**config.mk**
```make
export PLATFORM = sky130hd
export DESIGN_NAME = memController
export DESIGN_NICKNAME = d
export VERILOG_FILES = /design/src/rtl/lsuPkg.sv /design/src/rtl/memController.sv
export SDC_FILE = /design/constraint.sdc
export NUM_CORES = 1
export LEC_CHECK = 0
export BUFFER_PORTS_ARGS = -buffer_cell sky130_fd_sc_hd__clkbuf_2
export CAP_MARGIN = 20
export CORE_ASPECT_RATIO = 1.2
export CORE_MARGIN = 2
export CORE_UTILIZATION = 35
export DETAILED_ROUTE_END_ITERATION = 7
export PLACE_DENSITY = 0.71
export SLEW_MARGIN = 0
export SYNTH_ARGS = -nofsm -noshare
export SYNTH_HDL_FRONTEND = slang
export SYNTH_SLANG_ARGS = --single-unit
```
**constraint.sdc**
```tcl
create_clock -name clk -period 5.8 [get_ports clk]
set_input_delay 0.29 -clock clk [delete_from_list [all_inputs] [get_ports clk]]
set_output_delay 0.29 -clock clk [all_outputs]
set_load 0.005 [all_outputs]
```
**src/rtl/lsuPkg.sv**
```systemverilog
`default_nettype none

package lsuPkg;

    // byte address as seen by the core.
    typedef logic [31:0] addrT;

    // load/store data word.
    typedef logic [31:0] dataT;

    typedef logic [2:0] lenT;  // access size in bytes, 1, 2 or 4.

    typedef logic [3:0] tagT;  // names the result.

    // byte-serial memory controller states.
    typedef enum logic [1:0] {
        idle,
        access,
        finish
    } mcStateT;

endpackage

`default_nettype wire

```
**src/rtl/memController.sv**
```systemverilog
`timescale 1ns/1ps
`default_nettype none

module memController #(
    parameter int ramAddrBits = 10
) (
    input  logic                   clk,
    input  logic                   rst,
    input  logic                   rdy,
    input  logic                   memRequest,
    input  logic                   memStore,
    input  lsuPkg::addrT           memAddr,
    input  lsuPkg::dataT           memData,
    input  lsuPkg::lenT            memLen,
    input  logic [7:0]             ramReadData,
    output logic                   memDone,
    output lsuPkg::dataT           memLoadData,
    output logic                   ramWrite,
    output logic [ramAddrBits-1:0] ramAddr,
    output logic [7:0]             ramWriteData
);
    import lsuPkg::*;

    mcStateT state;

    logic                   heldStore;
    logic [ramAddrBits-1:0] heldAddr;
    dataT                   heldData;
    lenT                    heldLen;
    dataT                   loadData;

    logic [1:0] byteIdx;
    logic [1:0] lastIdx;
    logic [1:0] prevIdx;    // byte the RAM sampled on the last edge.
    logic       prevValid;

    assign lastIdx = 2'(heldLen - lenT'(1));

    // address stays on the last byte in finish so the read data holds.
    assign ramAddr      = heldAddr + ramAddrBits'(byteIdx);
    assign ramWrite     = rdy && (state == access) && heldStore;
    assign ramWriteData = heldData[{byteIdx, 3'b000} +: 8];
    assign memDone      = rdy && (state == finish);

    // last byte is still on the RAM output, merged in here.
    always_comb begin
        memLoadData = '0;
        if (!heldStore) begin
            memLoadData = loadData;
            memLoadData[{lastIdx, 3'b000} +: 8] = ramReadData;
        end
    end

    always_ff @(posedge clk) begin
        if (rst) begin
            state   <= idle;
            byteIdx <= '0;
        end else if (rdy) begin
            case (state)
                idle: begin
                    if (memRequest) begin
                        byteIdx <= '0;
                        state   <= access;
                    end
                end
                access: begin
                    if (byteIdx == lastIdx) begin
                        state <= finish;
                    end else begin
                        byteIdx <= byteIdx + 2'd1;  // little-endian walk.
                    end
                end
                default: begin
                    state <= idle;
                end
            endcase
        end
    end

    // the RAM reads on every clock, so tracking follows the clock too.
    always_ff @(posedge clk) begin
        if (rst) begin
            prevValid <= 1'b0;
            prevIdx   <= '0;
        end else begin
            prevValid <= (state == access);
            prevIdx   <= byteIdx;
        end
    end

    always_ff @(posedge clk) begin
        if (rdy && (state == idle) && memRequest) begin
            heldStore <= memStore;
            heldAddr  <= memAddr[ramAddrBits-1:0];
            heldData  <= memData;
            heldLen   <= memLen;
            loadData  <= '0;  // zero-extend short loads.
        end else if (prevValid && !heldStore) begin
            loadData[{prevIdx, 3'b000} +: 8] <= ramReadData;
        end
    end

endmodule

`default_nettype wire

```
=== Word-level counts from Yosys, hierarchy flattened ===
Cells that the tools add are included.

* Bits in registers: 84
* Bits of input ports: 80
* Output and inout port bits: 52
* Logic and storage cells: 45

* $add $sub $neg: 5
* Eq/ne operators: 6
* Shifts and indexed selects: 5
* Mux-type cells: 9
* Reduce and logical (&&, ||, !) cells: 11

{| class="wikitable"
|+ Operators with widths
! operator !! count
|-
| 32-bit bitwise mux || 2
|-
| 8-bit by 7-bit variable shift with 32-bit output (first input constant) || 2
|-
| 8-bit by 7-bit variable part select with 32-bit output || 2
|-
| 32-bit two-way mux || 1
|-
| 32-bit by 6-bit variable part select with 8-bit output || 1
|-
| 5-bit negator with 7-bit output || 2
|-
| 10-bit by 2-bit adder with 10-bit output || 1
|-
| 2-bit two-way mux || 4
|-
| 2-bit one-hot mux with 2 select lines || 2
|-
| 1-bit logical AND || 6
|-
| 2-bit != test (second input constant) || 2
|-
| 4-bit AND reduction || 1
|-
| 3-bit AND reduction || 1
|-
| 2-bit by 1-bit adder with 2-bit output (second input constant) || 1
|-
| 2-bit by 1-bit == test with 1-bit output (second input constant) || 1
|-
| 2-bit == test || 1
|-
| 2-bit == test (second input constant) || 1
|-
| 2-bit logical NOT || 1
|-
| 2-bit by 1-bit != test with 1-bit output (second input constant) || 1
|-
| 2-bit nonzero test || 1
|-
| 2-bit by 1-bit subtractor with 2-bit output (second input constant) || 1
|-
| 1-bit logical NOT || 1
|}

=== Logic depth before layout (Yosys ltp) ===
Gate-level depths: netlist of the first run.

* Depth after elaboration: 5
* Depth in mapped cells: 7
* Mapped depth without buffers: 5

=== Worst setup path after synthesis of the first run ===
No wires, ideal clock.

* Path kind: register -> output
* Start point: reg heldLen[0]
* End point: out memLoadData[16]
* Arrival time: 1838 ps
* Required time: 5510 ps
* Path slack: 3672 ps
* Stages on the path, launching flop included: 7
* Buffers on the path: 1
* Cells stage by stage: edfxtp_1 buf_2 inv_1 ha_1 nor4b_4 a32oi_1 nor2_1

* Word-level cells in the longest chain between the ends: 5
* Elaborated cells on any way between the ends: 6
* Classes of those cells: add/sub: 2; shift: 2; mux: 2

{| class="wikitable"
|+ RTL lines
! element !! RTL line !! RTL
|-
| start: declaration || memController.sv:29 || <nowiki>lenT heldLen;</nowiki>
|-
| start signal: assignment || memController.sv:96 || <nowiki>heldLen <= memLen;</nowiki>
|-
| 2-bit by 1-bit subtractor with 2-bit output * || memController.sv:37 || <nowiki>assign lastIdx = 2'(heldLen - lenT'(1));</nowiki>
|-
| 5-bit negator with 7-bit output * || memController.sv:50 || <nowiki>memLoadData[{lastIdx, 3'b000} +: 8] = ramReadData;</nowiki>
|-
| 8-bit by 7-bit variable part select with 32-bit output or 8-bit by 7-bit variable shift with 32-bit output (tied branches) || memController.sv:50 ||
|-
| 32-bit bitwise mux * || memController.sv:50 ||
|-
| 32-bit two-way mux * || memController.sv:48 || <nowiki>if (!heldStore) begin</nowiki>
|-
| end: declaration || memController.sv:17 || <nowiki>output lsuPkg::dataT memLoadData,</nowiki>
|}

Mark *: on every way between the ends. The rest lies on a longest branch, timed or not.

=== Final worst setup path of the first run ===
* Start point: reg heldLen[0]
* End point: out memLoadData[21]

Same word-level chain as after synthesis.

==> out/qor.yml, run 1 <==
cts_tree: "done"
initial_core_util_pct: 36.05
rows: 42
rsz0062_at_grt: "false"
hpwl_um: 6579
gp_congestion: 0.7732
die_h_um: 121.1
cp_max_fo: 16
grt-ovfl-total: 0
peakVddDrop_mv: 0.2757
min_from: "memStore"
grt_pass1_wl_um: 14970
grt_pass1_vias: 3125
drt_wl_total_um: 9268
yosysSeqAreaShare_pct: 53.33
cp-end-kind: "output port"
synth-seq-cells: 84
core-area_um2: 11090
p_leak_nw: 1.944
synth_warnings: 0
io_pins: 132
drt_iter0_markers: 155
finalSetupTns_ns: 0
grt_max_degree: 43
drive_above_1_share_pct: 31.14
wl_per_cell_um: 15.19
final_util_pct: 44.19
r2r-start: "heldLen[0]$_DFFE_PP_"
syn_area_um2: 3998
fin_crit_sh_pct: 51.28
cts_max_level: 3
cp-startpoint: "heldLen[0]$_DFFE_PP_"
tightest_slew_ns: 0.7701
min_period_ns: 2.974
io_buffers: 108
power_w: 0.001292
cts_buffers: 9
slew_violations: 0
fp.dieW_um: 101.6
grt_antenna_before_repair: 0
vias_per_cell: 5.100
crit_arrival_ns: 2.68
status: "complete, no violations"
power_density_nw_per_um2: 263.8
setup_viol: 0
critPathLaunchType: "register"
die_area_um2: 12300
dr.pass1.iters: 4
num_vias: 3111
fin_hold_ws_ns: 0.1270
place_area_um2: 4631
finalHoldViolCount: 0
num_antenna_cells: 0
syn_nets: 451
hold_path_class: "input pin to register"
cp.required_ns: 5.51
grt.total_usage_pct: 15.78
slew-limit-headroom_pct: 48.59
drc: 0
fmax_mhz: 336.2
mostFrequentLayoutCells: "clkbuf_2 (108), nor2_1 (58), edfxtp_1 (45)"
cts-resized-gates: 0
syn_to_final_growth_pct: 22.57
syn_inst: 358
critPathKind: "register to output port"
clk_latency_ns: 0.33
cts_num_sinks: 84
postSynthAreaPerCell_um2: 11.17
clockBufferDepth: 2
fin_skew_ns: 0.005054
clockRootBuffer: "clkbuf_16"
max_cap_violations: 0
cts_hold_repair.buffers: 0
clk_transition_reported_paths_ns: 0.06
nNetsFinal: 544
post_cts_buffers: 0
stdcell_area_um2: 4900
ys_types: 36
ant_nets: 0
final_common_cell: "clkbuf_2"
final timing paths:
| kind | end | slack (ns) | cells after the start |
|---|---|---|---|
| worst min-delay path | heldStore$_DFFE_PP_ | 0.13 | 1 |
| worst max register to register | byteIdx[0]$_SDFFE_PP0P_ | 3.59 | 5 |
| worst max-delay path | memLoadData[21] | 2.83 | 6 |
| worst min register to register | loadData[21]$_SDFFE_PP0P_ | 0.46 | 2 |
cell type report:
| cell class | count | area [µm²] |
|---|---|---|
| Clock buffer | 9 | 225.2 |
| Tap cell | 154 | 192.7 |
| Multi-Input combinational cell | 237 | 1708 |
| Inverter | 6 | 22.52 |
| Clock inverter | 7 | 43.79 |
| Fill cell | 1045 | 6188 |
| Timing Repair Buffer | 113 | 575.6 |
| Sequential cell | 84 | 2132 |
cells in the mapped netlist (all sizes together):
| cell | count | share of area [%] |
|---|---|---|
| edfxtp | 45 | 34 |
| mux2i | 1 | 0.25 |
| nor2 | 58 | 5.4 |
| xor2 | 4 | 1.1 |
| xnor2 | 7 | 1.5 |
| dfxtp | 39 | 20 |
| nor2b | 29 | 4.5 |
| nand4 | 11 | 1.7 |
| ha | 12 | 3.8 |
| mux2 | 1 | 0.38 |
| buf | 25 | 3.2 |
| a21oi | 36 | 4.6 |
| a21o | 1 | 0.19 |
| fa | 1 | 0.50 |
| clkbuf | 6 | 0.59 |
| nand3 | 2 | 0.25 |
| clkinv | 1 | 0.094 |
| nor4b | 2 | 1.2 |
| mux4 | 8 | 4.5 |
| and4 | 2 | 0.44 |
| nand2 | 11 | 1.0 |
| nor4bb | 3 | 0.75 |
| and4bb | 2 | 0.63 |
| nand2b | 3 | 0.47 |
| a32oi | 32 | 7.0 |
| and3b | 1 | 0.22 |
| a311o | 1 | 0.25 |
| nand3b | 6 | 1.1 |
| and2 | 2 | 0.31 |
| inv | 5 | 0.47 |
| nor3b | 1 | 0.19 |
routing by layer:
layer	vias up	wire length [µm]	global-route usage, %	part of all wire, %
li1	1500	-	-	-
met1	1465	3740	19.46	40
met2	130	4582	26.15	49
met3	16	745	3.975	8.0
met4	0	201	6.419	2.2
met5	-	0	0	0
critical path, cell delays in order (launching register included):
cell,delay (ns)
edfxtp_1,0.74
inv_1,0.15
ha_1,0.45
nor4b_4,0.54
a32oi_1,0.18
nor2_1,0.16
clkbuf_2,0.13
state kept, by name (all words and copies together) (netlist names):
register / cells
prevIdx: 2
heldData: 32
state: 2
byteIdx: 2
heldLen: 2
prevValid: 1
loadData: 32
heldAddr: 10
heldStore: 1
cell families after synthesis:
logic type / count (synthesis) / synth area share, %
simple gates: 133 / 18.31
flops: 84 / 53.33
compound gates: 70 / 12.05
buf+inv: 37 / 4.319
fa+ha+maj: 13 / 4.257
xor+xnor: 11 / 2.598
mux: 10 / 5.133
through the flow:
step,instances,setup slack (ns)
finish,610,2.826
global route,610,2.596
CTS,610,2.816
detailed placement,594,3.182
global placement,593,3.252
floorplan,358,3.672
report_power, final:
part	leakage [nW]	internal, W	switching (W)
clock	0.124	0.000286	0.000223
sequential	0.733	0.000653	0.0000152
combinational	1.09	0.0000522	0.0000629
total	1.94	0.000992	0.000301
No activity file was read; power rests on OpenSTA's default activity.
==> run 2: changes to the inputs <==
==> constraint.sdc (replaced) <==
create_clock -name clk -period 3.05 [get_ports clk]
set_input_delay 0.1525 -clock clk [delete_from_list [all_inputs] [get_ports clk]]
set_output_delay 0.1525 -clock clk [all_outputs]
set_load 0.005 [all_outputs]
==> out/qor.yml, run 2 (synthesis gave the netlist of run 1 again) <==
clk_latency_ns: 0.34  # about the same
fp.dieW_um: 101.6  # unchanged
critPathLaunchType: "register"
fin_hold_ws_ns: 0.01017  # -0.1169 ns
fin_skew_ns: 0.007652  # +0.002598 ns
cts_max_level: 3  # unchanged
place_area_um2: 4648  # +0.38%
max_stage_delay_ns: 0.53  # -0.21 ns
peakVddDrop_mv: 0.3529  # +28%
drt_wl_total_um: 10600  # +14%
ff_latch_area_um2: 2132  # unchanged
vias_per_cell: 5.082  # -0.34%
grt.total_usage_pct: 17.75  # +2.0 points
status: "complete, no violations"
wl_per_cell_um: 16.19  # +6.5%
gp_congestion: 0.7741  # +0.12%
rows: 42  # unchanged
ant_nets: 0  # unchanged
grt_pass1_vias: 3412  # +9.2%
hpwl_um: 6750  # +2.6%
cts_tree: "done"
drive_above_1_share_pct: 28.94  # -2.2 points
drt_iter0_markers: 154  # -0.65%
grt-ovfl-total: 0  # unchanged
num_antenna_cells: 0  # unchanged
critPathKind: "register to output port"
final_common_cell: "clkbuf_2"
power_density_nw_per_um2: 472.9  # +79%
fin_ws_ns: 0.6111  # -2.214 ns
drc: 0  # unchanged
mostFrequentLayoutCells: "clkbuf_2 (108), nor2_1 (58), edfxtp_1 (45)"
slew_violations: 0  # unchanged
min_period_ns: 2.439
die_h_um: 121.1  # unchanged
nNetsFinal: 590  # +8.5%
initial_core_util_pct: 36.05  # unchanged
tightest_slew_ns: 0.7429  # -0.02724 ns
cpMaxStageDelayCell: "nor4b_4"
io_buffers: 108  # unchanged
slew-limit-headroom_pct: 50.48  # +1.9 points
finalSetupTns_ns: 0  # unchanged
cp-end-kind: "output port"
clockBufferDepth: 2  # unchanged
cts-resized-gates: 0  # unchanged
grt_antenna_before_repair: 0  # unchanged
crit_arrival_ns: 2.29  # -0.39 ns
cts_buffers: 9  # unchanged
grt_pass1_wl_um: 16630  # +11%
cp_top_family: "simple AND/OR/NAND/NOR gates"
worst-path-buf-inv: 2  # unchanged
max_cap_violations: 0  # unchanged
rsz0062_at_grt: "false"
stdcell_area_um2: 5355  # +9.3%
fillers: 969  # -7.3%
clockRootBuffer: "clkbuf_16"
cp.required_ns: 2.90  # -2.61 ns
path_cells: "inv_1 -> ha_1 -> nor4b_4 -> a32oi_1 -> nor2_1 -> clkbuf_2"
pre_cts_slack_ns: 0.9583  # -2.224 ns
fmax_mhz: 410.0
p_leak_nw: 2.137  # +9.9%
largestRegisters: "heldData (32), loadData (32), heldAddr (10)"
core-area_um2: 11090  # unchanged
finalHoldViolCount: 0  # unchanged
cp_max_fo: 8  # -8
syn_to_final_growth_pct: 33.96
fin_crit_sh_pct: 79.96
setup_viol: 0  # unchanged
num_vias: 3329  # +7.0%
grt_max_degree: 50  # +16%
cts_num_sinks: 84  # unchanged
io_pins: 132  # unchanged
clk_transition_reported_paths_ns: 0.06  # about the same
hold_path_class: "input pin to register"
dr.pass1.iters: 4  # unchanged
multiInputGateArea_um2: 1708  # unchanged
die_area_um2: 12300  # unchanged
## run 2: cell types whose count changed in the layout (fill, tap and decap cells not counted), sizes merged
cell and change:
dlygate4sd3 +44, inv +1, clkinvlp +1, buf +2, clkinv -3
## run 2: area by class of cell
type,count,share of cell area (%)
inverter,6,0.4206
multi-input combinational,237,31.89
clock inverter,6,0.7710
timing repair buffer,159,19.30
clock buffer,9,4.206
sequential,84,39.81
tap,154,3.598
## run 2: path summary, 6_finish.rpt
kind                                  start  slack (ns)                   endpoint  depth (start not counted)
setup / recovery       heldLen[0]$_DFFE_PP_        0.61            memLoadData[18]                          6
hold / removal                    memLen[0]        0.01       heldLen[0]$_DFFE_PP_                          1
setup reg to reg      prevIdx[0]$_SDFF_PP0_        1.08  loadData[27]$_SDFFE_PP0P_                          5
hold reg to reg   loadData[22]$_SDFFE_PP0P_        0.46  loadData[22]$_SDFFE_PP0P_                          2
## run 2: power by group
group          internal, W  switching (W)
logic             0.000139       0.000137
registers          0.00124      0.0000261
clock network     0.000546       0.000443
total              0.00193       0.000606
## run 2: routing by layer
metal  vias up  share of wire, %  global-route usage, %
li1       1592                 -                      -
met2       147                51                  30.35
met1      1567                39                  20.24
met3        23               6.9                  4.205
met5         -                 0                      0
met4         0               3.0                  9.375
## run 2: worst reg2reg max path, delay by kind of cell, from the launching register on
| family | cells | cell delay [ns] |
|---|---|---|
| adders and majority gates | 1 | 0.44 |
| and+or+nand+nor | 2 | 0.57 |
| DFF | 1 | 0.41 |
| buffers and inverters | 1 | 0.30 |
| AOI/OAI and AO/OA | 1 | 0.20 |
## run 2: timing repair
action / 4_1_cts / 5_1_grt
hold buffers: 44 / 0
setup buffers: 0 / 0
endpoints found under the hold margin: 44 / 0
## run 2: through the flow
step / power [W] / cells / utilization (%)
floorplan: 0.001419 / 358 / -
global placement: 0.001511 / 596 / 41.92
detailed placement: 0.001518 / 596 / 41.92
CTS: 0.002539 / 655 / 48.30
global route: 0.002625 / 655 / 48.30
finish: 0.002532 / 655 / 48.30
