===== src/rtl/lsuPkg.sv =====
`default_nettype none

package lsuPkg;

    // byte address as seen by the core.
    typedef logic [31:0] addrT;

    // load/store data word.
    typedef logic [31:0] dataT;

    typedef logic [2:0] lenT;  // access size in bytes, 1, 2 or 4.

    typedef logic [3:0] tagT;  // names the result.

    // byte-serial memory controller states.
    typedef enum logic [1:0] {
        idle,
        access,
        finish
    } mcStateT;

endpackage

`default_nettype wire


===== src/rtl/loadStoreQueue.sv =====
`timescale 1ns/1ps
`default_nettype none

module loadStoreQueue #(
    parameter int queueDepth = 4
) (
    input  logic         clk,
    input  logic         rst,
    input  logic         rdy,
    input  logic         issue,
    input  logic         issueStore,
    input  lsuPkg::addrT issueAddr,
    input  lsuPkg::dataT issueData,
    input  lsuPkg::lenT  issueLen,
    input  lsuPkg::tagT  issueTag,
    input  logic         slotFree,
    output logic         issueReady,
    output logic         pop,
    output logic         popStore,
    output lsuPkg::addrT popAddr,
    output lsuPkg::dataT popData,
    output lsuPkg::lenT  popLen,
    output lsuPkg::tagT  popTag
);
    import lsuPkg::*;

    localparam int ptrBits = (queueDepth > 1) ? $clog2(queueDepth) : 1;
    localparam int cntBits = $clog2(queueDepth + 1);
    localparam logic [ptrBits-1:0] lastPtr = ptrBits'(queueDepth - 1);
    localparam logic [cntBits-1:0] fullCount = cntBits'(queueDepth);

    logic storeQ [queueDepth];
    addrT addrQ [queueDepth];
    dataT dataQ [queueDepth];
    lenT  lenQ [queueDepth];
    tagT  tagQ [queueDepth];

    logic [ptrBits-1:0] rdPtr;
    logic [ptrBits-1:0] wrPtr;
    logic [cntBits-1:0] count;
    logic               push;

    // pointers wrap at the depth, which need not be a power of two.
    function automatic logic [ptrBits-1:0] nextPtr(input logic [ptrBits-1:0] ptr);
        if (ptr == lastPtr) begin
            return '0;
        end
        return ptr + ptrBits'(1);
    endfunction

    assign issueReady = (count != fullCount);  // not full.
    assign push       = issue && issueReady;
    assign pop        = (count != '0) && slotFree;

    assign popStore = storeQ[rdPtr];
    assign popAddr  = addrQ[rdPtr];
    assign popData  = dataQ[rdPtr];
    assign popLen   = lenQ[rdPtr];
    assign popTag   = tagQ[rdPtr];

    always_ff @(posedge clk) begin
        if (rst) begin
            rdPtr <= '0;
            wrPtr <= '0;
            count <= '0;
        end else if (rdy) begin
            if (push) begin
                wrPtr <= nextPtr(wrPtr);
            end
            if (pop) begin
                rdPtr <= nextPtr(rdPtr);
            end
            if (push && !pop) begin
                count <= count + cntBits'(1);
            end else if (pop && !push) begin
                count <= count - cntBits'(1);
            end
        end
    end

    always_ff @(posedge clk) begin
        if (rdy && push) begin
            storeQ[wrPtr] <= issueStore;
            addrQ[wrPtr]  <= issueAddr;
            dataQ[wrPtr]  <= issueData;
            lenQ[wrPtr]   <= issueLen;
            tagQ[wrPtr]   <= issueTag;
        end
    end

endmodule

`default_nettype wire


===== config.mk =====
export PLATFORM = sky130hd
export DESIGN_NAME = loadStoreQueue
export DESIGN_NICKNAME = d
export VERILOG_FILES = /design/src/rtl/lsuPkg.sv /design/src/rtl/loadStoreQueue.sv
export SDC_FILE = /design/constraint.sdc
export NUM_CORES = 1
export LEC_CHECK = 0
export ABC_AREA = 0
export BUFFER_PORTS_ARGS = -buffer_cell sky130_fd_sc_hd__buf_2
export CAP_MARGIN = 25
export CORE_MARGIN = 1
export CORE_UTILIZATION = 50
export DETAILED_ROUTE_END_ITERATION = 16
export GPL_TIMING_DRIVEN = 0
export PLACE_DENSITY_LB_ADDON = 0.08
export RECOVER_POWER = 25
export SLEW_MARGIN = 20
export SYNTH_ARGS = -nofsm -noshare
export SYNTH_HDL_FRONTEND = slang
export SYNTH_SLANG_ARGS = --single-unit

===== constraint.sdc =====
create_clock -name clk -period 3.04 [get_ports clk]
set_input_delay 0.152 -clock clk [delete_from_list [all_inputs] [get_ports clk]]
set_output_delay 0.152 -clock clk [all_outputs]
set_load 0.1 [all_outputs]

# Word-level counts from Yosys, hierarchy flattened
# Memory sizes are Yosys's and may differ from the RTL's. A register that Yosys moved wholly into a read port is not among the register bits.
# Index checks and enable logic that the tools add are counted.
# Widths: inputs -> output; s select.
[word_totals]
inputBits = 77
regBits = 7
elab_cells = 53
romBits = 0
latchBits = 0
output_inout_bits = 74
n_memories = 5
mem_bits_rw = 288
[classes]
multipliers = 0
div_mod_pow = 0
magnitude_cmp = 0
shifts = 0
bitwise = 0
n_mux = 26
reduce_logical = 12
n_addsub = 4
eq_ne = 3
[memory_table]
columns = ["memory", "words", "word_bits", "read_ports", "rd_clocked_by_memory_dff", "write_ports", "line", "source"]
rows = [
  ["addrQ", 4, 32, 1, 1, 1, "loadStoreQueue.sv:33", "addrT addrQ [queueDepth];"],
  ["dataQ", 4, 32, 1, 1, 1, "loadStoreQueue.sv:34", "dataT dataQ [queueDepth];"],
  ["tagQ", 4, 4, 1, 1, 1, "loadStoreQueue.sv:36", "tagT tagQ [queueDepth];"],
  ["lenQ", 4, 3, 1, 1, 1, "loadStoreQueue.sv:35", "lenT lenQ [queueDepth];"],
  ["storeQ", 4, 1, 1, 1, 1, "loadStoreQueue.sv:32", "logic storeQ [queueDepth];"],
]
[op_table]
columns = ["op", "count"]
rows = [
  ["$mux 2", 14],
  ["$mux 1", 10],
  ["$mux 3", 2],
  ["$reduce_and 2->1", 3],
  ["$logic_and 1x1->1", 5],
  ["$add 2x1->2 const B", 2],
  ["$eq 2x2->1 const B", 2],
  ["$add 3x1->3 const B", 1],
  ["$ne 3x3->1 const B", 1],
  ["$reduce_bool 3->1", 1],
  ["$sub 3x1->3 const B", 1],
  ["$logic_not 1->1", 2],
  ["$reduce_bool 2->1", 1],
]

# Longest topological paths before layout
# Gate-level depths: netlist of run 1.
[depth]
ltp_word = 8
ltp_mapped = 8
ltp_nobuf = 8

# Worst setup path after synthesis of run 1
# Ideal clock, no wire load.
[synth_timing]
path_kind = "register -> register"
startpoint = "reg count[0]"
endpoint = "mem addrQ[0][0] (netlist bit) (enable)"
period_less_slack_ps = 2892
path_stages_with_launch = 5
path_buffers = 1
setup_time_ps = 398
t_arrival_ps = 2493
slack_ps = 148
t_required_ps = 2642
cell_sequence = "dfxtp_1 or3b_1 and3_1 buf_6 and2_2"
[synth_between]
elab_chain_len = 5
[synth_lines]
columns = ["element", "line", "source"]
rows = [
  ["start: declaration", "loadStoreQueue.sv:40", "logic [cntBits-1:0] count;"],
  ["start signal: assignment", "loadStoreQueue.sv:74", "count <= count + cntBits'(1);"],
  ["start signal: assignment", "loadStoreQueue.sv:76", "count <= count - cntBits'(1);"],
  ["$ne 3x3->1", "loadStoreQueue.sv:51", "assign issueReady = (count != fullCount);"],
  ["net issueReady", "loadStoreQueue.sv:17", "output logic issueReady,"],
  ["$logic_and 1x1->1", "loadStoreQueue.sv:52", "assign push = issue && issueReady;"],
  ["$logic_and 1x1->1", "loadStoreQueue.sv:82", "if (rdy && push) begin"],
  ["$mux 1", "loadStoreQueue.sv:82", ""],
  ["$mux 1 (implied by the code)", "loadStoreQueue.sv:84", "addrQ[wrPtr] <= issueAddr;"],
  ["end: declaration", "loadStoreQueue.sv:33", ""],
]
# The timed path passes the listed nets, and every way through them passes these cells.

==> results of run 1 <==
==> worst max-delay path, stage by stage, from the launching register on <==
cell      delay, ns
dfxtp_1        0.30
clkbuf_1       0.50
clkbuf_1       0.61
mux4_2         0.34
buf_2          0.44
==> area by class of cell <==
class / count / share of cell area
sequential: 297 / 0.650
multi-input combinational: 109 / 0.142
timing repair buffer: 226 / 0.113
clock buffer: 37 / 0.0557
tap: 275 / 0.0253
buffer: 18 / 0.00627
clock inverter: 13 / 0.00599
inverter: 4 / 0.00111
==> power groups by stage <==
| stage | combinational, mW | clock (mW) | sequential [mW] |
|---|---|---|---|
| final | 3.19 | 3.19 | 4.79 |
| after global routing | 3.33 | 3.42 | 4.81 |
| after CTS | 3.24 | 3.27 | 4.79 |
| after detailed placement | 3.16 | 0 | 4.88 |
| after global placement | 3.10 | 0 | 4.87 |
| after floorplan | 2.71 | 0 | 4.86 |
==> cell usage in the layout, fill, tap and decap left out, types with 2 or more instances in the layout <==
cell type / n
mux2i_1: 3
edfxtp_1: 288
clkbuf_16: 29
nand2b_1: 2
clkinv_1: 7
buf_16: 4
ha_1: 6
a21oi_1: 2
inv_1: 4
xnor2_1: 2
buf_2: 115
clkbuf_1: 58
dfxtp_1: 9
clkinv_2: 5
nor2_1: 5
dlygate4sd3_1: 73
and2_4: 4
mux4_2: 72
==> cells by family after synthesis <==
family	after synthesis	synth area share
DFF	297	0.813
muxes	76	0.154
buffers and inverters	22	0.00922
and+or+nand+nor	19	0.0104
adders and majority gates	7	0.00876
AOI/OAI and AO/OA	5	0.00323
xor gates and xnor gates	2	0.00161
==> metal layers <==
layer | vias up | track usage | part of all wire
met5 | - | 0 | 0
met3 | 27 | 0.0343 | 0.049
met4 | 0 | 0.0505 | 0.017
met2 | 131 | 0.316 | 0.52
li1 | 2336 | - | -
met1 | 2691 | 0.231 | 0.41
==> how the worst max path moves through the flow <==
stage	start	end	slack [ns]	cells after the start
floorplan	count[0]$_SDFFE_PP0P_	addrQ[0][0]$_DFFE_PP_	0.15	4
global placement	count[0]$_SDFFE_PP0P_	addrQ[1][3]$_DFFE_PP_	0.05	4
detailed placement	flop	popAddr[28]	0.63	4
CTS	flop	popAddr[28]	0.05	4
global route	flop	popAddr[27]	0.03	4
finish	flop	popAddr[28]	0.15	4
==> through the flow <==
stage / util / std cells / hold slack, ns
5_1_grt: 0.642 / 979 / 0.144
3_5_place_dp: 0.570 / 856 / 0.368
3_3_place_gp: 0.565 / 852 / 0.360
2_1_floorplan: - / 428 / 0.251
6_report: 0.642 / 979 / 0.151
4_1_cts: 0.644 / 979 / 0.129
==> repair_timing <==
item / CTS / global route
hold endpoints to repair: 290 / 0
hold buffers: 73 / 0
endpoints found under the setup margin: 0 / 0
==> state kept, by name, indices dropped and copies added, names as in the netlist, named ones only <==
name	flops
addrQ	128
dataQ	128
tagQ	16
lenQ	12
storeQ	4
count	3
rdPtr	2
wrPtr	2
==> results.md, run 1 <==
* Clk pwr share at 0.286
* Asr flop ratio synth at 0
* Fillers at roughly 1,500
* GRT Total Usage at 0.181
* Slew HR at 0.527
* Storage element area at around 9000 sq um
* Num CTS Buffers at 29
* Clk_skew at roughly 0.0054 ns
* Die span in x at between 100 and 150 microns
* Worst hold path depth at 4
* CTS sink cnt at a little under 300
* Final WL at 19,500 microns
* Netlist cell types at 27
* EDFF count, synth at 288
* Buffer count from post-CTS setup fixing at 0
* Combinational Power Share at 0.286
* Total core area at ~21,000 sq um
* Max Cap Violations at 0
* Area added between synthesis and finish at 25.1%
* TNS Setup at 0 ns
* Largest area contributor in the synthesized netlist: edfxtp_1
* Hold Vio Cnt, Final at 0
* CTS resizes at 0
* # port buffers at 149
* Data required, critical path at approximately 2.9 ns
* Reg clk slew, reported paths at roughly 0.06 ns
* Vias per inst at roughly 5.3
* Synth area leaders: edfxtp_1 (80%), mux4_2 (15%), dfxtp_1 (1.7%), ha_1 (0.69%), buf_2 (0.37%)
* Initial antenna violation count at 0
* Vias in the first global route at between 5,000 and 6,000
* Synth top cells by count: edfxtp_1 (288), mux4_2 (72), dfxtp_1 (9)
* Net Switching at 3.88 mW
* Hold endpoint: count[0]$_SDFFE_PP0P_
* Pre-antenna DRT Iters at 4
* Critical Path Start Type: flop
* Antenna cells at 0
* Top-count cell post-synth: edfxtp_1
* R2R depth at 5
* Worst Hold Class: in -> reg
* Gp weighted congestion at 0.697
* Iteration-0 DRC Markers at between 200 and 300
* Worst reg2reg endpoint: dataQ[2][16]$_DFFE_PP_
* Post-DP HPWL at about 11,000 microns
* Nets at between 700 and 800
* CTS tree: yes
* Final worst-path cycle share at 0.949
* F_max at 0.347 GHz
* Pint at 7.29 mW
* DRT antenna net count at 0
* Grt ovf at 0
* Ratio of cells with drive above 1 in the final layout at 0.332
* DR WL/cell at around 20 microns
* Post-Syn Instances at 428
* Footprint of the multi-input gates at around 1900 sq um
* Switch share at 0.347
* Vias at 5,185
* Initial core utilization at 0.513
* Sequential element share of the synthesized area at 0.813
* Reg2Reg Launch Point: count[0]$_SDFFE_PP0P_
* First-pass GRT wire length at 29,900 microns
* RSZ-0062 raised after global routing: no
* Status: completed
* Hold Crit Start: rdy
* Syn Nets at between 500 and 600
* Root buffer cell: clkbuf_16
* Crit Path Max Fanout at 10
* Worst Path Arrival at ~2.7 ns
* Peak supply drop at around 0.00061 V
* Static Leak at 4.50 nW
* H-tree depth at 1
* Top-area cell type share of the netlist area at 0.797
* Worst-margin pin slew at just over 0.7 ns
* Mean Syn Cell Area at about 25 sq um
* Cell Area, Placed at 12,100 sq um
* Top_reg_cell synth: edfxtp_1
* DRC viols at 0
* Worst-case clock buffer depth at 3
* I/O pin total at between 150 and 200
* Final setup viols at 0
* WS Path Type: reg -> out
* Design Power at around 11 mW
* Die height at around 150 microns
* PD cells at 823 nW/um^2
* Final worst slack at between 0.15 and 0.2 ns
* Reg power frac at 0.429
* Placement Setup Slack at around 0.63 ns
* Crit end category: output pin
* Yosys reg bits at 297
* Area of the mapped netlist at ~11,000 sq um
* R2R setup slack at about 0.8 ns
* Design Area, Final at around 14,000 sq um
* Final min period at between 2 and 3 ns
* Latest clock arrival within the worst-skew pair at approximately 0.53 ns
* Rows at between 50 and 60
* Fin. max-slew vios at 0
* Total die area at between 20,000 and 25,000 sq um
* Largest net degree at the start of global routing at 42
* Yosys warnings at 0
Note: power is estimated with default switching activity, not from simulation.
==> run 2: changes to the inputs <==
--- a/config.mk
+++ b/config.mk
@@ -8,7 +8,7 @@
 export ABC_AREA = 0
 export BUFFER_PORTS_ARGS = -buffer_cell sky130_fd_sc_hd__buf_2
 export CAP_MARGIN = 25
-export CORE_MARGIN = 1
+export CORE_MARGIN = 4
 export CORE_UTILIZATION = 50
 export DETAILED_ROUTE_END_ITERATION = 16
 export GPL_TIMING_DRIVEN = 0
==> results.md, run 2 (synthesized netlist as in run 1, its figures left out) <==
* Grt ovf at 0
* Worst Hold Class: in -> reg
* Final min period at roughly 2.8 ns
* Area added between synthesis and finish at 26.2%
* Vias at about 5,000
* Root buffer cell: clkbuf_16
* Fin. max-slew vios at 0
* Total core area at between 20,000 and 25,000 sq um
* Placement Setup Slack at around 0.74 ns
* Initial antenna violation count at 0
* Die height at roughly 160 microns
* Buffer count from post-CTS setup fixing at 0
* Critical Path Start Type: flop
* Reg2Reg Launch Point: count[0]$_SDFFE_PP0P_
* Status: completed
* Hold Buf Count CTS at 73
* DRC viols at 0
* Worst-case clock buffer depth at 3
* CTS sink cnt at between 200 and 300
* Static Leak at 4.55 nW
* Net Switching at around 3.9 mW
* Die span in x at ~160 microns
* Largest net degree at the start of global routing at 39
* Final WL at about 20,000 microns
* Slew HR at 0.558
* Vias in the first global route at ~5,600
* Combinational Power Share at 0.277
* CTS resizes at 0
* Final worst-path cycle share at 0.929
* Clk_skew at 0.0186 ns
* Initial core utilization at 0.512
* RSZ-0062 raised after global routing: no
* Reg power frac at 0.415
* Antenna cells at 0
* CTS tree: yes
* Final setup viols at 0
* Num CTS Buffers at 30
* H-tree depth at 1
* Leading cell types in the layout, fill and taps excluded: edfxtp_1 (288), buf_2 (114), dlygate4sd3_1 (73), mux4_2 (72), clkbuf_1 (62)
* Worst Path Arrival at 2.67 ns
* Hold Crit Start: slotFree
* Iteration-0 DRC Markers at between 200 and 250
* PD cells at 842 nW/um^2
* R2R depth at 5
* Gp weighted congestion at approximately 0.7
* Ratio of cells with drive above 1 in the final layout at 0.335
* Max Cap Violations at 0
* Largest registers: addrQ: 128 flops, dataQ: 128 flops, tagQ: 16 flops
* Final worst slack at ~0.22 ns
* Switch share at 0.338
* DRT antenna net count at 0
* Pre-antenna DRT Iters at 4
* Data required, critical path at 2.89 ns
* Reg clk slew, reported paths at 0.06 ns
* DR WL/cell at 19.9 microns
* WS Path Type: reg -> out
* Pint at approximately 7.6 mW
* TNS Setup at 0 ns
* Hold Vio Cnt, Final at 0
* Rows at 53
* Vias per inst at 5.23
* R2R setup slack at 0.89 ns
* Non-Filler Instances at 982
* Worst hold path depth at 4
* Total die area at approximately 24,000 sq um
* Placed insts at between 800 and 900
* Peak supply drop at between 0.0007 and 0.0008 V
* Worst-margin pin slew at approximately 0.66 ns
* Nets at 770
* Clk pwr share at 0.308
* I/O pin total at around 150
* F_max at between 0.3 and 0.4 GHz
* Latest clock arrival within the worst-skew pair at ~0.53 ns
* Crit Path Max Fanout at 10
* Design Power at about 12 mW
* Worst reg2reg endpoint: addrQ[0][0]$_DFFE_PP_
* GRT Total Usage at 0.163
* Crit end category: output pin
* # port buffers at 149
* Post-DP HPWL at approximately 12,000 microns
* First-pass GRT wire length at slightly above 30,000 microns
* Most common cell after layout, fill and taps aside: edfxtp_1
-- run 2: final cells by class --
class,instances,area [sq um]
buffer,18,85.1
fill,1488,7520
multi-input combinational,109,1930
sequential,297,8830
clock inverter,9,119
tap,275,344
timing repair buffer,226,1530
clock buffer,44,845
inverter,4,15.0
-- run 2: how the worst max path moves through the flow --
stage	cells after the start	to	startpoint
final	4	popData[23]	flop
after global routing	4	popData[10]	flop
after CTS	4	popAddr[24]	flop
after detailed placement	4	popAddr[24]	flop
after global placement	4	addrQ[0][27]$_DFFE_PP_	count[0]$_SDFFE_PP0P_
after floorplan	4	addrQ[0][0]$_DFFE_PP_	count[0]$_SDFFE_PP0P_
-- run 2: critical path: stages (launching register included) --
cell      delay [ns]
dfxtp_1         0.30
clkbuf_1        0.49
buf_1           0.58
mux4_2          0.33
buf_2           0.43
-- run 2: through the flow --
step | utilization | hold WS [ns] | cell area, sq um
after global routing | 0.646 | 0.149 | 13700
after global placement | 0.563 | 0.360 | 11900
final | 0.646 | 0.107 | 13700
after detailed placement | 0.568 | 0.369 | 12100
after floorplan | - | 0.251 | 10900
after CTS | 0.648 | 0.0896 | 13800
-- run 2: power groups by stage --
stage	Combinational [mW]	Sequential [mW]	Clock (mW)
after CTS	3.24	4.79	3.63
after global routing	3.33	4.81	3.80
final	3.19	4.79	3.55
after floorplan	2.71	4.86	0
after global placement	3.10	4.87	0
after detailed placement	3.16	4.88	0
-- run 2: per-layer routing --
layer,GRT usage,share of wire,up-vias
met5,0,0,-
met4,0.0404,0.019,0
met3,0.0384,0.061,32
met2,0.279,0.51,137
met1,0.215,0.41,2629
li1,-,-,2340
