<file path="config.mk">
export PLATFORM = sky130hd
export DESIGN_NAME = requestSlot
export DESIGN_NICKNAME = d
export VERILOG_FILES = /design/src/rtl/lsuPkg.sv /design/src/rtl/requestSlot.sv
export SDC_FILE = /design/constraint.sdc
export NUM_CORES = 1
export LEC_CHECK = 0
export BUFFER_PORTS_ARGS = -buffer_cell sky130_fd_sc_hd__clkbuf_2
export CAP_MARGIN = 15
export CELL_PAD_IN_SITES_DETAIL_PLACEMENT = 0
export CELL_PAD_IN_SITES_GLOBAL_PLACEMENT = 1
export CORE_ASPECT_RATIO = 0.9
export CORE_UTILIZATION = 30
export DETAILED_ROUTE_END_ITERATION = 10
export GPL_ROUTABILITY_DRIVEN = 0
export PLACE_DENSITY = 0.88
export SYNTH_ARGS = -nofsm -noshare
export SYNTH_HDL_FRONTEND = slang
export SYNTH_SLANG_ARGS = --single-unit
export TNS_END_PERCENT = 30
</file>
<file path="constraint.sdc">
create_clock -name clk -period 3 [get_ports clk]
set_clock_uncertainty 0.15 [all_clocks]
set_input_delay 0.15 -clock clk [delete_from_list [all_inputs] [get_ports clk]]
set_output_delay 0.15 -clock clk [all_outputs]
set_load 0.02 [all_outputs]
</file>
<file path="src/rtl/lsuPkg.sv">
`default_nettype none

package lsuPkg;

    // byte address as seen by the core.
    typedef logic [31:0] addrT;

    // load/store data word.
    typedef logic [31:0] dataT;

    typedef logic [2:0] lenT;  // access size in bytes, 1, 2 or 4.

    typedef logic [3:0] tagT;  // names the result.

    // byte-serial memory controller states.
    typedef enum logic [1:0] {
        idle,
        access,
        finish
    } mcStateT;

endpackage

`default_nettype wire

</file>
<file path="src/rtl/requestSlot.sv">
`timescale 1ns/1ps
`default_nettype none

module requestSlot (
    input  logic         clk,
    input  logic         rst,
    input  logic         rdy,
    input  logic         pop,
    input  logic         popStore,
    input  lsuPkg::addrT popAddr,
    input  lsuPkg::dataT popData,
    input  lsuPkg::lenT  popLen,
    input  lsuPkg::tagT  popTag,
    input  logic         memDone,
    input  lsuPkg::dataT memLoadData,
    output logic         slotFree,
    output logic         memRequest,
    output logic         memStore,
    output lsuPkg::addrT memAddr,
    output lsuPkg::dataT memData,
    output lsuPkg::lenT  memLen,
    output logic         done,
    output lsuPkg::dataT doneData,
    output lsuPkg::tagT  doneTag
);
    import lsuPkg::*;

    logic occupied;
    logic heldStore;
    addrT heldAddr;
    dataT heldData;
    lenT  heldLen;
    tagT  heldTag;

    // free while held in reset, so the queue sees an open slot right away.
    assign slotFree = rst || (rdy && !occupied);

    assign memRequest = occupied && rdy;
    assign memStore   = heldStore;
    assign memAddr    = heldAddr;
    assign memData    = heldData;
    assign memLen     = heldLen;

    assign done     = occupied && memDone;  // one-cycle result.
    assign doneData = memLoadData;
    assign doneTag  = heldTag;

    always_ff @(posedge clk) begin
        if (rst) begin
            occupied <= 1'b0;
        end else if (rdy) begin
            if (memDone) begin
                occupied <= 1'b0;
            end
            if (pop) begin
                occupied <= 1'b1;
            end
        end
    end

    always_ff @(posedge clk) begin
        if (rdy && pop) begin
            heldStore <= popStore;
            heldAddr  <= popAddr;
            heldData  <= popData;
            heldLen   <= popLen;
            heldTag   <= popTag;
        end
    end

endmodule

`default_nettype wire

</file>
### Word level (Yosys, flattened, before mapping)

Index checks and enable logic that the tools add are counted.

| operators by class | value |
|---|---|
| multiplexer cells | 2 |
| reductions and logical operators | 8 |

Operators with widths:

| cell | count |
|---|---|
| logical AND 1 bit | 4 |
| 2-to-1 mux 1 bit | 2 |
| AND reduction 2 bit | 1 |
| nonzero test 2 bit | 1 |
| logical NOT 1 bit | 1 |
| logical OR 1 bit | 1 |

| word-level totals | value |
|---|---|
| word-level logic and storage cells | 16 |
| output and inout bits | 107 |
| input port bits | 109 |
| bits in registers | 73 |

### Logic depth before layout (Yosys ltp)

Gate-level depths: netlist of run 1.

| logic depth | value |
|---|---|
| depth after elaboration | 3 |
| gate-level depth with buffers | 2 |
| gate-level depth less buffers | 2 |

### Worst setup path before layout of run 1

Ideal clock, no wire load.

| path | value |
|---|---|
| kind | in2reg |
| start | in rdy |
| end | reg heldTag[0], in the netlist doneTag[0] (enable) |
| buffers on the path | 0 |
| cell stages on the path | 1 |
| required time | 2.470 ns |
| arrival | 0.744 ns |
| library setup time | 0.380 ns |
| path slack | 1.726 ns |
| path through | and2_4 |

| between the ends | value |
|---|---|
| word-level cells in the longest chain between the ends | 1 |

Ends and longest elaborated chain:

| item | RTL line | RTL |
|---|---|---|
| start, declared | requestSlot.sv:7 | `input logic rdy,` |
| logical AND 1 bit | requestSlot.sv:62 | `if (rdy && pop) begin` |
| end signal, assigned | requestSlot.sv:67 | `heldTag <= popTag;` |
| end, declared | requestSlot.sv:33 | `tagT heldTag;` |

No other way between the ends.
A chain may end at the register's enable or synchronous reset.

### Worst setup path in the final report of run 1

| path | value |
|---|---|
| start | in rdy |
| end | reg occupied |

| between the ends | value |
|---|---|
| word-level cells in the longest chain between the ends | 1 |

Ends and longest elaborated chain:

| item | RTL line | RTL |
|---|---|---|
| AND reduction 2 bit (no source line) | -- |  |
| end signal, assigned | requestSlot.sv:50 | `occupied <= 1'b0;` |
| end signal, assigned | requestSlot.sv:53 | `occupied <= 1'b0;` |
| end signal, assigned | requestSlot.sv:56 | `occupied <= 1'b1;` |
| end, declared | requestSlot.sv:28 | `logic occupied;` |

No other way between the ends.

==> results of run 1 <==
[sequential cells by signal, indices dropped and copies added (netlist names)]
| register | count |
|---|---|
| occupied | 1 |
| memAddr | 32 |
| memLen | 3 |
| memData | 32 |
| memStore | 1 |
| doneTag | 4 |
[through the flow]
| step | std cells | setup slack, ns | cell area, um2 |
|---|---|---|---|
| finish | 420 | 1.34 | 4090 |
| global route | 420 | 1.22 | 4090 |
| CTS | 420 | 1.34 | 4090 |
| detailed placement | 330 | 1.40 | 3110 |
| global placement | 330 | 1.45 | 3110 |
| floorplan | 112 | 1.73 | 2470 |
[per-layer routing]
layer  global-route usage  up-vias  routed length (um)
li1                     -      789                   -
met1                0.124      799                1950
met2                0.227      115                2980
met3               0.0734       17                 578
met4               0.0592        0                 114
met5                    0        -                   0
[report_power, final]
| part | switching, uW | internal (uW) | leakage (uW) |
|---|---|---|---|
| logic | 157 | 142 | 0.000969 |
| clock network | 343 | 549 | 0.000114 |
| registers | 19.1 | 1200 | 0.000684 |
[final cells by class]
type / instances / area [um2] / share of cell area
Timing Repair Buffer: 225 / 1500 / 0.366
Inverter: 1 / 3.75 / 0.000918
Multi-Input combinational cell: 6 / 48.8 / 0.0119
Clock inverter: 6 / 106 / 0.0260
Clock buffer: 10 / 128 / 0.0312
Tap cell: 99 / 124 / 0.0303
Sequential cell: 73 / 2180 / 0.534
[worst max-delay path by stage]
stage                     start                     to
after global routing        rdy  occupied$_SDFFE_PP0P_
after CTS                   rdy  occupied$_SDFFE_PP0P_
final                       rdy  occupied$_SDFFE_PP0P_
after floorplan             rdy   doneTag[0]$_DFFE_PP_
after detailed placement    rdy   memAddr[9]$_DFFE_PP_
after global placement      rdy    memLen[2]$_DFFE_PP_
[what timing repair did]
action | CTS | global route
resized for setup | 0 | 0
hold buffers | 74 | 0
hold endpoints to repair | 73 | 0
setup endpoints to repair | 0 | 0
[worst max-delay path: stages]
cell           delay (ns)
clkbuf_2             0.11
and2_4               0.75
o21ba_1              0.23
dlygate4sd3_1        0.54
[Yosys cell counts]
cell      instances  area (um2)
and2_1            1        6.26
buf_4            32         240
a21boi_1          1        7.51
dfxtp_1           1        20.0
and2_2            1        7.51
and2_4            1        8.76
inv_1             1        3.75
o21ba_1           1        10.0
edfxtp_1         72        2160
a21o_2            1        8.76
[cell families after synthesis]
logic type,count (synthesis)
AND/OR/NAND/NOR,3
buffers and inverters,33
flip-flops,73
AO/OA/AOI/OAI,3
==> metrics, run 1 <==
violated checks DRC; area of the die 0.00862 mm2; antenna-violating nets left 0; first-pass iteration count of the detailed router 7; Slew HR 0.384; # DRC 25; Power Density 588 mW/mm2; clk_lat worst skew 0.33 ns; largest net degree at the start of global routing 74; nets 425; Core Util, Final 0.509; wire per inst 13.4 um; largest family of logic cells by synthesized area buffers and inverters; Hold Path Class in2out; CTS Buffer Depth 2; H-tree levels 3; Max Cap Viol 0; CTS tree yes; final setup fails 0; Hold WS 0.150 ns; Die Wd 97.7 um; P&R area growth vs syn 65.2%; Hold Fails Final Rpt 0; die height 88.2 um; outcome finished with violations; CP Capture Type flop; mux contribution to synthesized area 0; RSZ-0062 raised after global routing no; I/O Pins 216; Max VDD drop 0.353 mV; vias in the first global route 1772; share of cells above drive strength 1 0.523; Critical Path Source Type primary input; DR vias/cell 4.10; global-route usage over all layers 0.129; Reg2Reg Setup Slack 1.58 ns; total wire length 5620 um; critical path class in2reg; Max Freq 0.603 GHz; simple-gate area share of the yosys netlist 0.00910; first-pass GRT wire length 8290 um; Synth Area in XOR/XNOR 0; crit-path max FO 73; Mapped Nets 221; global route overflow 0; #FFs+latches synth 73; Syn Area/Cell 22.1 um2; clk sinks 73; CP required 3.13 ns; Syn. warnings 0; DP HPWL 3580 um; Arrival @ worst endpoint 1.79 ns; R2R depth 3; Clock Tree Root clkbuf_8; reg-to-reg critical path startpoint occupied$_SDFFE_PP0P_; worst-margin pin slew 0.924 ns; most common cell after layout, fill and taps aside clkbuf_2; DR vias 1720; CTS Buf Count 9; Seq/Total Area, Yosys 0.882; Post-Synthesis Cell Area 0.00247 mm2; initial antenna violation count 0; FF-to-FF End occupied$_SDFFE_PP0P_; IO buf count 151; synth unique cells 10; Hold EP doneData[2]; drt first-iter violations 70; Synth Area in Adders 0; commonest cells after routing, fill and taps aside clkbuf_2, dlygate4sd3_1, edfxtp_1; Setup TNS Final 0 ns; Worst-path clk slew 0.07 ns; fin crit period 1.66 ns; worst hold path startpoint memLoadData[2]; row cnt 31; Synth Instances 112; fillers 706; Hold Path Depth 0; Antenna Cells 0; period utilisation layout 0.553; Synth Area in Compound Gates 0.0106; starting density of the core 0.308; total leakage power 0.00177 uW; postcts setup bufs 0; fin. max-slew vios 0; core area 0.00803 mm2; Final Power 2410 uW
(Power assumes the default switching activity.)
==> run 2, diff against run 1 <==
--- a/config.mk
+++ b/config.mk
@@ -10,10 +10,10 @@
 export CELL_PAD_IN_SITES_DETAIL_PLACEMENT = 0
 export CELL_PAD_IN_SITES_GLOBAL_PLACEMENT = 1
 export CORE_ASPECT_RATIO = 0.9
-export CORE_UTILIZATION = 30
+export CORE_UTILIZATION = 28
 export DETAILED_ROUTE_END_ITERATION = 10
 export GPL_ROUTABILITY_DRIVEN = 0
-export PLACE_DENSITY = 0.88
+export PLACE_DENSITY = 0.83
 export SYNTH_ARGS = -nofsm -noshare
 export SYNTH_HDL_FRONTEND = slang
 export SYNTH_SLANG_ARGS = --single-unit
==> constraint.sdc (replaced) <==
create_clock -name clk -period 1.63 [get_ports clk]
set_clock_uncertainty 0.15 [all_clocks]
set_input_delay 0.0815 -clock clk [delete_from_list [all_inputs] [get_ports clk]]
set_output_delay 0.0815 -clock clk [all_outputs]
set_load 0.02 [all_outputs]
==> metrics, run 2 (same netlist as run 1, synthesis figures left out) <==
outcome finished clean; period utilisation layout 0.896; vias in the first global route 1778 (+0.34%); most common cell after layout, fill and taps aside clkbuf_2; Hold Fails Final Rpt 0 (unchanged); starting density of the core 0.289 (-0.0194); H-tree levels 3 (unchanged); crit-path max FO 4 (-95%); global-route usage over all layers 0.124 (-0.00429); DR vias 1731 (+0.64%); Cell Chain, Critical Path a21boi_1, o21ba_1, dlygate4sd3_1; initial antenna violation count 0 (unchanged); Max VDD drop 0.559 mV (+58%); postcts setup bufs 0 (unchanged); CTS Buffer Depth 2 (unchanged); Setup TNS Final 0 ns (unchanged); DR vias/cell 3.92 (-4.4%); Max Freq 0.685 GHz; clk_lat worst skew 0.33 ns (about the same); worst-margin pin slew 0.238 ns (-0.686 ns); Arrival @ worst endpoint 1.54 ns (-0.25 ns); antenna-violating nets left 0 (unchanged); # DRC 0 (-100%); nets 427 (+0.47%); Hold Path Class in2out; RSZ-0062 raised after global routing no; gr busiest metal met2; Final Non-Filler Cells 442 (+5.2%); CP required 1.70 ns (-1.43 ns); Max Cap Viol 0 (unchanged); die height 91.2 um (+3.4%); P&R area growth vs syn 66.2%; Worst-path clk slew 0.08 ns (about the same); Worst path slowest cell dlygate4sd3_1; first-pass GRT wire length 8370 um (+1.0%); fin. max-slew vios 0 (unchanged); CTS tree yes; total wire length 5700 um (+1.4%); met1 usage 0.124 (-0.000479); CTS Buf Count 9 (unchanged); Antenna Cells 0 (unchanged); Clock Tree Root clkbuf_8; Die Wd 101 um (+3.4%); wire per inst 12.9 um (-3.7%); Core Util, Final 0.480 (-0.0291); IO buf count 151 (unchanged); first-pass iteration count of the detailed router 4 (-3); Critical Path Source Type flop; critical path class reg2reg; area of the die 0.00922 mm2 (+7.0%); CP max stage delay 0.56 ns (-0.19 ns); row cnt 32 (+3.2%); largest net degree at the start of global routing 45 (-39%); fin crit period 1.46 ns; placed insts 352 (+6.7%); total leakage power 0.00177 uW (+0.26%); CP Capture Type flop; share of cells above drive strength 1 0.529 (+0.00605); Power Density 1010 mW/mm2 (+72%); I/O Pins 216 (unchanged); Slew HR 0.841 (+0.457); clk sinks 73 (unchanged); drt first-iter violations 18 (-74%); fillers 761 (+7.8%); global route overflow 0 (unchanged); met3 Track Usage GR 0.0693 (-0.00414); core area 0.00857 mm2 (+6.7%); final setup fails 0 (unchanged); commonest cells after routing, fill and taps aside clkbuf_2, dlygate4sd3_1, edfxtp_1; grt met2 use 0.219 (-0.00813)
## run 2: final timing paths
kind | slack (ns) | start | end | cells past startpoint
max | 0.17 | occupied$_SDFFE_PP0P_ | occupied$_SDFFE_PP0P_ | 3
min | 0.01 | memLoadData[2] | doneData[2] | 0
max reg2reg | 0.17 | occupied$_SDFFE_PP0P_ | occupied$_SDFFE_PP0P_ | 3
min reg2reg | 1.10 | occupied$_SDFFE_PP0P_ | occupied$_SDFFE_PP0P_ | 3
## run 2: critical path, delay by kind of cell, from the launching register on
kind,cells,cell delay [ns]
AO/OA/AOI/OAI,2,0.31
buffers and inverters,1,0.56
flip-flops,1,0.33
## run 2: routing by layer
layer  part of all wire  up-vias
li1                   -      794
met1               0.38      799
met2               0.50      124
met3               0.11       14
met4              0.011        0
met5                  0        -
## run 2: where the power goes
| group | internal (uW) | leakage (uW) | switching (uW) |
|---|---|---|---|
| Clock | 706 | 0.000101 | 651 |
| Sequential | 2200 | 0.000684 | 32.7 |
| Combinational | 271 | 0.000987 | 297 |
## run 2: per-stage QoR
stage	total power (uW)	hold slack [ns]	instance area, um2	setup slack (ns)
finish	4160	0.0130	4110	0.170
global route	4340	0.0130	4110	0.0954
floorplan	2590	0.0304	2470	0.425
detailed placement	2700	0.0131	3180	0.526
CTS	4220	0.0131	4110	0.218
global placement	2690	0.0131	3180	0.548
## run 2: layout make-up
cell class | count | area (um2) | area share
inverters | 1 | 3.75 | 0.000912
clock buffers | 9 | 124 | 0.0301
repair buffers | 227 | 1540 | 0.373
multi-input cells | 6 | 48.8 | 0.0119
clock inverters | 7 | 70.1 | 0.0170
flip-flops and latches | 73 | 2180 | 0.530
well taps | 119 | 149 | 0.0362
## run 2: what timing repair did
action | in CTS | in global routing
setup endpoints to repair | 0 | 0
hold buffers | 74 | 0
hold endpoints to repair | 73 | 0
resized for setup | 0 | 0
==> run 3, diff against run 2 <==
--- a/config.mk
+++ b/config.mk
@@ -13,6 +13,7 @@
 export CORE_UTILIZATION = 28
 export DETAILED_ROUTE_END_ITERATION = 10
 export GPL_ROUTABILITY_DRIVEN = 0
+export MAX_ROUTING_LAYER = met4
 export PLACE_DENSITY = 0.83
 export SYNTH_ARGS = -nofsm -noshare
 export SYNTH_HDL_FRONTEND = slang
==> metrics, run 3 (same netlist as run 1, synthesis figures left out) <==
CTS tree yes; Max Cap Viol 0 (unchanged); Hold EP doneData[2]; critical path class reg2reg; first-pass iteration count of the detailed router 4 (unchanged); first-pass GRT wire length 8370 um (unchanged); Antenna Cells 0 (unchanged); share of cells above drive strength 1 0.529 (unchanged); worst hold path startpoint memLoadData[2]; Finished Cell Area 0.00411 mm2 (unchanged); die height 91.2 um (unchanged); CP required 1.70 ns (about the same); worst-margin pin slew 0.238 ns (-0.000392 ns); reg-to-reg critical path startpoint occupied$_SDFFE_PP0P_; # DRC 0 (unchanged); DR vias 1731 (unchanged); Multi-input gate area 48.8 um2 (unchanged); most common cell after layout, fill and taps aside clkbuf_2; Reg2Reg Setup Slack 0.17 ns (about the same); Final Power 4160 uW (about the same); I/O Pins 216 (unchanged); nets 427 (unchanged); fin crit period 1.46 ns (-0.00335 ns); Clock Tree Root clkbuf_8; crit-path max FO 4 (unchanged); commonest cells after routing, fill and taps aside clkbuf_2, dlygate4sd3_1, edfxtp_1; Worst-path clk slew 0.07 ns (about the same); antenna-violating nets left 0 (unchanged); final setup fails 0 (unchanged); RSZ-0062 raised after global routing no; initial antenna violation count 0 (unchanged); fillers 761 (unchanged); fin. max-slew vios 0 (unchanged); period utilisation layout 0.894 (-0.00205); largest net degree at the start of global routing 45 (unchanged); total leakage power 0.00177 uW (unchanged); Arrival @ worst endpoint 1.53 ns (about the same); wire per inst 12.9 um (-0.12%); IO buf count 151 (unchanged); Critical Path Source Type flop; area of the die 0.00922 mm2 (unchanged); drt first-iter violations 18 (unchanged); CP Capture Type flop; Die Wd 101 um (unchanged); Slew HR 0.842 (about the same); clk_lat worst skew 0.33 ns (about the same); Power Density 1010 mW/mm2 (about the same); total wire length 5690 um (-0.12%); CTS Buffer Depth 2 (unchanged); DR vias/cell 3.92 (unchanged); H-tree levels 3 (unchanged); FF-to-FF End occupied$_SDFFE_PP0P_; vias in the first global route 1779 (+0.056%); global-route usage over all layers 0.128 (+0.00357); Max VDD drop 0.558 mV (-0.21%); R2R depth 3 (unchanged); CTS Buf Count 9 (unchanged); row cnt 32 (unchanged); outcome finished clean; register area 0.00218 mm2 (unchanged); clk sinks 73 (unchanged); starting density of the core 0.289 (unchanged); cts repair resizes 0 (unchanged); Hold Path Class in2out; Hold Fails Final Rpt 0 (unchanged); P&R area growth vs syn 66.2% (unchanged); global route overflow 0 (unchanged); Setup TNS Final 0 ns (unchanged); Hold Path Depth 0 (unchanged); dpl cell area 0.00318 mm2 (unchanged); Max Freq 0.686 GHz (+0.23%); core area 0.00857 mm2 (unchanged)
[run 3: cell counts in the layout (fill, tap and decap cells not counted)]
Identical to the previous run, type by type.
[run 3: routing by layer]
layer,vias to the layer above,GRT usage,part of all wire,routed length (um)
li1,794,-,-,-
met3,14,0.0662,0.10,587
met2,124,0.218,0.50,2850
met5,-,-,0,0
met1,799,0.126,0.38,2190
met4,0,0.0374,0.011,65
[run 3: worst max-delay path by stage]
stage                               start                     to  slack (ns)  cells after the start
finish              occupied$_SDFFE_PP0P_  occupied$_SDFFE_PP0P_        0.17                      3
detailed placement                    rdy  memData[18]$_DFFE_PP_        0.53                      3
CTS                 occupied$_SDFFE_PP0P_  occupied$_SDFFE_PP0P_        0.22                      3
global route        occupied$_SDFFE_PP0P_  occupied$_SDFFE_PP0P_         0.1                      3
floorplan                             rdy   doneTag[0]$_DFFE_PP_        0.42                      1
global placement                      rdy  memData[10]$_DFFE_PP_        0.55                      3
[run 3: timing repair]
item                      CTS  global route
setup buffers               0             0
hold endpoints to repair   73             0
hold buffers               74             0
[run 3: worst max-delay path: stages, from the launching register on]
cell	delay, ns
dfxtp_1	0.33
a21boi_1	0.14
o21ba_1	0.17
dlygate4sd3_1	0.55
[run 3: final cells by class]
type,instances,area share
Timing Repair Buffer,227,0.373
Sequential cell,73,0.530
Multi-Input combinational cell,6,0.0119
Inverter,1,0.000912
Tap cell,119,0.0362
Clock inverter,7,0.0170
Clock buffer,9,0.0301
[run 3: power by group]
part | internal [uW] | switching [uW] | leakage [uW] | total, uW
combinational | 271 | 297 | 0.000987 | 568
sequential | 2200 | 32.6 | 0.000684 | 2230
clock | 706 | 650 | 0.000101 | 1360
total | 3180 | 979 | 0.00177 | 4160
[run 3: through the flow]
| stage | instances | utilization | setup slack (ns) | hold slack [ns] |
|---|---|---|---|---|
| 6_report | 442 | 0.480 | 0.173 | 0.0130 |
| 5_1_grt | 442 | 0.480 | 0.0953 | 0.0130 |
| 4_1_cts | 442 | 0.480 | 0.218 | 0.0131 |
| 3_5_place_dp | 352 | 0.371 | 0.526 | 0.0131 |
| 3_3_place_gp | 352 | 0.371 | 0.548 | 0.0131 |
| 2_1_floorplan | 112 | - | 0.425 | 0.0304 |
